`src/logic/scratch_pkg.sv`:
```
package scratch_pkg;

  // Word size
  localparam int WORD_W = 32;

  // Host view of the array
  localparam int ROWS  = 12;
  localparam int COLS  = 8;
  localparam int ROW_W = 4;
  localparam int COL_W = 3;

  // Flat address is row * COLS + col
  localparam int FLAT_W = 7;

  // Bank split, low bits of the flat address pick the bank
  localparam int BANKS      = 4;
  localparam int BANK_SEL_W = 2;
  localparam int BANK_DEPTH = (ROWS * COLS) / BANKS;
  localparam int OFF_W      = FLAT_W - BANK_SEL_W;

  // Host request, held stable while req is high
  typedef struct packed {
    logic             write;
    logic [ROW_W-1:0] row;
    logic [COL_W-1:0] col;
    logic [WORD_W-1:0] wdata;
  } mem_req_t;

  // Single-cycle command to one bank
  typedef struct packed {
    logic              read_en;
    logic              write_en;
    logic [OFF_W-1:0]  offset;
    logic [WORD_W-1:0] wdata;
  } bank_cmd_t;

  // Response returned with ack
  typedef struct packed {
    logic [WORD_W-1:0] rdata;
    logic              oob;
  } mem_rsp_t;

endpackage

```
`src/logic/word_bank.sv`:
```
`timescale 1ns/1ps

module word_bank (
  input  logic                           clk,
  input  logic                           reset,
  input  scratch_pkg::bank_cmd_t         cmd,
  output logic [scratch_pkg::WORD_W-1:0] read_data,
  output logic                           read_done,
  output logic                           write_done
);

  // Bank storage, contents survive reset
  logic [scratch_pkg::WORD_W-1:0] mem [scratch_pkg::BANK_DEPTH];

  logic [scratch_pkg::WORD_W-1:0] read_q;

  assign read_data = read_q;

  // Registered read port
  always_ff @(posedge clk) begin
    if (cmd.read_en) begin
      read_q <= mem[cmd.offset];
    end else if (cmd.write_en) begin
      // A write leaves the read output undefined
      read_q <= 'x;
    end
  end

  // Write port
  always_ff @(posedge clk) begin
    if (cmd.write_en) begin
      mem[cmd.offset] <= cmd.wdata;
    end
  end

  // Read done follows a read command by one cycle
  always_ff @(posedge clk) begin
    if (reset) begin
      read_done <= 1'b0;
    end else if (cmd.read_en) begin
      read_done <= 1'b1;
    end else begin
      read_done <= 1'b0;
    end
  end

  // Same for writes
  always_ff @(posedge clk) begin
    if (reset) begin
      write_done <= 1'b0;
    end else if (cmd.write_en) begin
      write_done <= 1'b1;
    end else begin
      write_done <= 1'b0;
    end
  end

endmodule

```
`src/logic/request_dispatch.sv`:
```
`timescale 1ns/1ps

module request_dispatch (
  input  logic                                          clk,
  input  logic                                          reset,
  input  logic                                          req,
  input  scratch_pkg::mem_req_t                         mem_req,
  input  logic                                          ack,
  output scratch_pkg::bank_cmd_t [scratch_pkg::BANKS-1:0] bank_cmd,
  output logic                                          oob_hit
);

  // IDLE waits for a request, BUSY waits for req to drop,
  // RELEASE waits for ack to drop
  typedef enum logic [1:0] {
    IDLE,
    BUSY,
    RELEASE
  } disp_state_t;

  disp_state_t state;

  logic                                  issue;
  logic                                  in_range;
  logic [scratch_pkg::FLAT_W-1:0]        flat_addr;
  logic [scratch_pkg::BANK_SEL_W-1:0]    bank_sel;
  logic [scratch_pkg::OFF_W-1:0]         offset;

  logic [scratch_pkg::BANKS-1:0]         rd_en_q;
  logic [scratch_pkg::BANKS-1:0]         wr_en_q;
  logic [scratch_pkg::OFF_W-1:0]         offset_q;
  logic [scratch_pkg::WORD_W-1:0]        wdata_q;

  // One command per request, only from idle
  assign issue = (state == IDLE) && req && !ack;

  // Column is always below COLS with 3 bits, checked anyway
  assign in_range = (32'(mem_req.row) < scratch_pkg::ROWS) &&
                    (32'(mem_req.col) < scratch_pkg::COLS);

  assign flat_addr = scratch_pkg::FLAT_W'(mem_req.row) *
                     scratch_pkg::FLAT_W'(scratch_pkg::COLS) +
                     scratch_pkg::FLAT_W'(mem_req.col);

  assign bank_sel = flat_addr[scratch_pkg::BANK_SEL_W-1:0];
  assign offset   = flat_addr[scratch_pkg::FLAT_W-1:scratch_pkg::BANK_SEL_W];

  always_ff @(posedge clk) begin
    if (reset) begin
      state <= IDLE;
    end else begin
      case (state)
        IDLE: begin
          if (issue) begin
            state <= BUSY;
          end
        end
        BUSY: begin
          if (!req) begin
            state <= RELEASE;
          end
        end
        RELEASE: begin
          if (!ack) begin
            state <= IDLE;
          end
        end
        default: state <= IDLE;
      endcase
    end
  end

  // Enables and oob pulse last exactly one cycle
  always_ff @(posedge clk) begin
    if (reset) begin
      rd_en_q <= '0;
      wr_en_q <= '0;
      oob_hit <= 1'b0;
    end else begin
      rd_en_q <= '0;
      wr_en_q <= '0;
      oob_hit <= 1'b0;
      if (issue) begin
        if (!in_range) begin
          oob_hit <= 1'b1;
        end else if (mem_req.write) begin
          wr_en_q[bank_sel] <= 1'b1;
        end else begin
          rd_en_q[bank_sel] <= 1'b1;
        end
      end
    end
  end

  // Payload shared by all banks, only the enabled one looks at it
  always_ff @(posedge clk) begin
    if (issue) begin
      offset_q <= offset;
      wdata_q  <= mem_req.wdata;
    end
  end

  always_comb begin
    for (int b = 0; b < scratch_pkg::BANKS; b++) begin
      bank_cmd[b].read_en  = rd_en_q[b];
      bank_cmd[b].write_en = wr_en_q[b];
      bank_cmd[b].offset   = offset_q;
      bank_cmd[b].wdata    = wdata_q;
    end
  end

endmodule

```
`src/logic/response_collect.sv`:
```
`timescale 1ns/1ps

module response_collect (
  input  logic                                                 clk,
  input  logic                                                 reset,
  input  logic                                                 req,
  input  logic [scratch_pkg::BANKS-1:0][scratch_pkg::WORD_W-1:0] read_data,
  input  logic [scratch_pkg::BANKS-1:0]                        read_done,
  input  logic [scratch_pkg::BANKS-1:0]                        write_done,
  input  logic                                                 oob_hit,
  output logic                                                 ack,
  output scratch_pkg::mem_rsp_t                                mem_rsp
);

  logic                           finish;
  logic [scratch_pkg::WORD_W-1:0] sel_data;

  // Only one bank finishes per request, so an OR of the gated words works
  always_comb begin
    sel_data = '0;
    for (int b = 0; b < scratch_pkg::BANKS; b++) begin
      if (read_done[b]) begin
        sel_data = sel_data | read_data[b];
      end
    end
  end

  // Any bank done or the oob verdict ends the request
  assign finish = (|read_done) || (|write_done) || oob_hit;

  // Ack side of the four-phase handshake
  always_ff @(posedge clk) begin
    if (reset) begin
      ack <= 1'b0;
    end else if (ack && !req) begin
      ack <= 1'b0;
    end else if (finish) begin
      ack <= 1'b1;
    end
  end

  // Response held from one ack rise to the next
  always_ff @(posedge clk) begin
    if (finish) begin
      mem_rsp.rdata <= sel_data;
      mem_rsp.oob   <= oob_hit;
    end
  end

endmodule

```
`src/logic/scratch_mem_top.sv`:
```
`timescale 1ns/1ps

module scratch_mem_top (
  input  logic                  clk,
  input  logic                  reset,
  input  logic                  req,
  input  scratch_pkg::mem_req_t mem_req,
  output logic                  ack,
  output scratch_pkg::mem_rsp_t mem_rsp
);

  scratch_pkg::bank_cmd_t [scratch_pkg::BANKS-1:0]        bank_cmd;
  logic [scratch_pkg::BANKS-1:0][scratch_pkg::WORD_W-1:0] read_data;
  logic [scratch_pkg::BANKS-1:0]                          read_done;
  logic [scratch_pkg::BANKS-1:0]                          write_done;
  logic                                                   oob_hit;

  // Request side, turns the req level into one bank command
  request_dispatch dispatch_i (
    .clk      (clk),
    .reset    (reset),
    .req      (req),
    .mem_req  (mem_req),
    .ack      (ack),
    .bank_cmd (bank_cmd),
    .oob_hit  (oob_hit)
  );

  // Four interleaved banks
  for (genvar b = 0; b < scratch_pkg::BANKS; b++) begin : g_bank
    word_bank bank_i (
      .clk        (clk),
      .reset      (reset),
      .cmd        (bank_cmd[b]),
      .read_data  (read_data[b]),
      .read_done  (read_done[b]),
      .write_done (write_done[b])
    );
  end

  // Response side and ack
  response_collect collect_i (
    .clk        (clk),
    .reset      (reset),
    .req        (req),
    .read_data  (read_data),
    .read_done  (read_done),
    .write_done (write_done),
    .oob_hit    (oob_hit),
    .ack        (ack),
    .mem_rsp    (mem_rsp)
  );

endmodule

```
`config.mk`:
```
export PLATFORM = sky130hd
export DESIGN_NAME = scratch_mem_top
export DESIGN_NICKNAME = d
export VERILOG_FILES = /design/src/logic/scratch_pkg.sv /design/src/logic/word_bank.sv /design/src/logic/request_dispatch.sv /design/src/logic/response_collect.sv /design/src/logic/scratch_mem_top.sv
export SDC_FILE = /design/constraint.sdc
export NUM_CORES = 2
export LEC_CHECK = 0
export BUFFER_PORTS_ARGS = -buffer_cell sky130_fd_sc_hd__buf_2
export CAP_MARGIN = 20
export CORE_UTILIZATION = 45
export CTS_BUF_LIST = sky130_fd_sc_hd__clkbuf_8
export DETAILED_ROUTE_END_ITERATION = 6
export PLACE_DENSITY = 0.7
export SKIP_LAST_GASP = 1
export SYNTH_ARGS = -nofsm -noshare
export SYNTH_HDL_FRONTEND = slang
export SYNTH_SLANG_ARGS = --single-unit
```
`constraint.sdc`:
```
create_clock -name clk -period 3.7 [get_ports clk]
set_input_delay 0.37 -clock clk [delete_from_list [all_inputs] [get_ports clk]]
set_output_delay 0.37 -clock clk [all_outputs]
set_load 0.1 [all_outputs]
```
==> results.md <==
- Commonest cells after routing, fill and taps aside: 3270 x edfxtp_1, 1025 x mux2i_1, 555 x clkbuf_8
- First-iteration detailed-routing DRC count: 8847
- CP Class: reg2reg
- FP Rows: 191
- Routed Antenna Nets: 0
- Detailed-route via count: 63900
- Met3 WL: 33300 microns
- DR vias/cell: 5.95
- Most common cell after layout, fill and taps aside: edfxtp_1
- # fillers: 20600
- Worst EP arrival: 4.35 ns
- CP Capture Type: register
- Netlist cell types: 33
- Remaining DRCs: 0
- Post-CTS Resized: 0
- Pleak: 47.9 nW
- Slew headroom: 0.186
- Clock sinks: 3290
- Clock slew at reported path FFs: 0.06 ns
- Final Setup Violations: 0
- HPWL Detailed: 176000 microns
- Vias in the first global route: 62800
- Layout overhead on the synthesized area: 14.6%
- Final WL: 312000 microns
- Post-CTS Hold Fix Bufs: 74
- Initial Util: 0.454
- CTS H-Tree Depth: 6
- Total grt overflow: 0
- Cell area after synthesis: 0.123 sq mm
- RSZ-0062 raised after global routing: false
- Syn_area_per_cell: 20.2 sq um
- Worst-margin pin slew: 1.22 ns
- PD cells: 518 mW/mm^2
- Wire length per cell: 29.1 microns
- Maximum fanout along the worst path: 49
- First-pass GRT wire length: 441000 microns
- Setup bufs post-CTS: 0
- Sequential fraction of the synthesis area: 0.799
- VDD IR max: 356 uV
- CTS Root Cell: clkbuf_8
- Final hold viol count: 0
- CTS tree: yes
- Cells after synthesis: 6091
- Clock Tree Buf Depth: 4
- GPL Wtd Cong: 0.853
- Setup TNS: 0 ns
- Post-synthesis net count: 6134
- Status: finished clean
- Die area: 0.276 sq mm
- Startpoint types: register
- I/O pin cnt: 77
- Number of buffers added on ports: 76
- Met2 WL: 148000 microns
- HP Class: in2reg
- Slew Limit Fails: 0
- Initial antenna violation count: 19
- Number of max-cap violations: 0
- DIE WIDTH: 526 microns
- Final Critical Period: 3.53 ns
- Top Metal Used: met5
- Placed Cells: 9759
- All-Layer GR Usage: 0.221
- Share of cells above drive strength 1: 0.200
- Pre-antenna DRT Iters: 6
- Largest net degree at the start of global routing: 97
- Finished Layout Cells: 10700
- #FFs+latches synth: 3290
- Core area: 0.272 sq mm
- Yosys warning count: 0
- M1 WL: 121000 microns
- Worst clock skew: 0.0518 ns
- CTS buffer count: 530
- Final critical-path share of the clock period: 0.955
- Die height: 526 microns
- Required @ worst endpoint: 4.52 ns
- Clk_lat worst skew: 1.07 ns
- Nets@finish: 6843
- F_max: 283 MHz
==> registers in the layout (all words and copies together), names as in the netlist <==
register                  cells
g_bank.bank_i.read_data     128
dispatch_i.oob_hit            1
dispatch_i.rd_en_q            4
dispatch_i.wdata_q           32
dispatch_i.wr_en_q            4
g_bank.bank_i.mem          3072
g_bank.bank_i.read_done       4
collect_i.ack                 1
dispatch_i.offset_q           5
dispatch_i.state              2
collect_i.mem_rsp            33
g_bank.bank_i.write_done      4
==> critical path, stage by stage, from the launching register on <==
cell and delay [ns]:
edfxtp_1 0.76, or4b_4 0.54, buf_12 0.33, buf_4 0.34, o22ai_1 0.12, nor4_1 0.83, buf_4 0.24, nand2_1 0.04
==> path summary, 6_finish.rpt <==
check | depth (start not counted) | slack (ns) | start | endpoint
worst max-delay path | 7 | 0.17 | dispatch_i.offset_q[2]$_DFFE_PP_ | g_bank[2].bank_i.read_data[29]$_DFFE_PP_
worst min-delay path | 2 | 0.08 | mem_req[2] | dispatch_i.wdata_q[2]$_DFFE_PP_
worst max register to register | 7 | 0.17 | dispatch_i.offset_q[2]$_DFFE_PP_ | g_bank[2].bank_i.read_data[29]$_DFFE_PP_
worst min register to register | 1 | 0.44 | dispatch_i.rd_en_q[2]$_SDFF_PP0_ | g_bank[2].bank_i.read_done$_SDFF_PP0_
==> synth_stat cells (all sizes together) <==
master | number | area, sq um
nand2b | 6 | 37.5
nor2b | 11 | 68.8
and2 | 33 | 206
nor2 | 83 | 312
a21oi | 1 | 5.00
or4 | 1 | 7.51
nor4 | 130 | 813
o22ai | 512 | 3200
nand3 | 5 | 25.0
nand2 | 178 | 668
dfxtp | 20 | 400
buf | 221 | 1270
and2b | 1 | 7.51
or3b | 1 | 8.76
nor3 | 6 | 30.0
nor3b | 1 | 7.51
nand4b | 1 | 8.76
edfxtp | 3270 | 98200
a22oi | 192 | 1440
or2 | 5 | 31.3
nand4bb | 3 | 33.8
or4b | 3 | 33.8
nand3b | 2 | 15.0
clkbuf | 122 | 459
mux2i | 1025 | 10300
mux4 | 256 | 5770
or3 | 1 | 6.26
nor4b | 1 | 8.76
==> power by group <==
group          switching, W  internal (W)  leakage (nW)
Combinational       0.00256       0.00135          13.0
Clock                0.0136        0.0144          5.25
Sequential        0.0000963        0.0413          29.6
Total                0.0163        0.0570          47.9
==> metal layers <==
metal,up-vias,global-route usage
met2,3555,0.348
met3,489,0.0428
met4,2,0.0787
met5,-,0
met1,33200,0.309
li1,26600,-
==> kinds of logic after synthesis <==
| group | count (synthesis) | synth area share |
|---|---|---|
| and+or+nand+nor | 472 | 0.0189 |
| buffers and inverters | 343 | 0.0140 |
| AOI/OAI and AO/OA | 705 | 0.0377 |
| DFF | 3290 | 0.799 |
| muxes | 1281 | 0.130 |
==> metrics by stage <==
| step | cell area [sq um] | hold slack (ns) | setup WS, ns | power [W] | util |
|---|---|---|---|---|---|
| 3_5_place_dp | 131000 | 0.449 | 0.239 | 0.0459 | 0.483 |
| 3_3_place_gp | 131000 | 0.437 | 0.280 | 0.0458 | 0.483 |
| 5_1_grt | 141000 | 0.0412 | 0.164 | 0.0753 | 0.520 |
| 2_1_floorplan | 123000 | 0.409 | 0.495 | 0.0443 | - |
| 4_1_cts | 141000 | 0.00553 | 0.250 | 0.0735 | 0.520 |
| 6_report | 141000 | 0.0849 | 0.166 | 0.0733 | 0.520 |
==> final cells by class <==
cell class / instances / area [sq um] / share of cell area
Antenna cell: 15 / 37.5 / 0.000265
Clock buffer: 555 / 7640 / 0.0540
Clock inverter: 328 / 1570 / 0.0111
Multi-Input combinational cell: 2458 / 23600 / 0.167
Sequential cell: 3290 / 98600 / 0.697
Tap cell: 3570 / 4470 / 0.0316
Timing Repair Buffer: 520 / 5470 / 0.0387
Note: power is estimated with default switching activity, not from simulation.
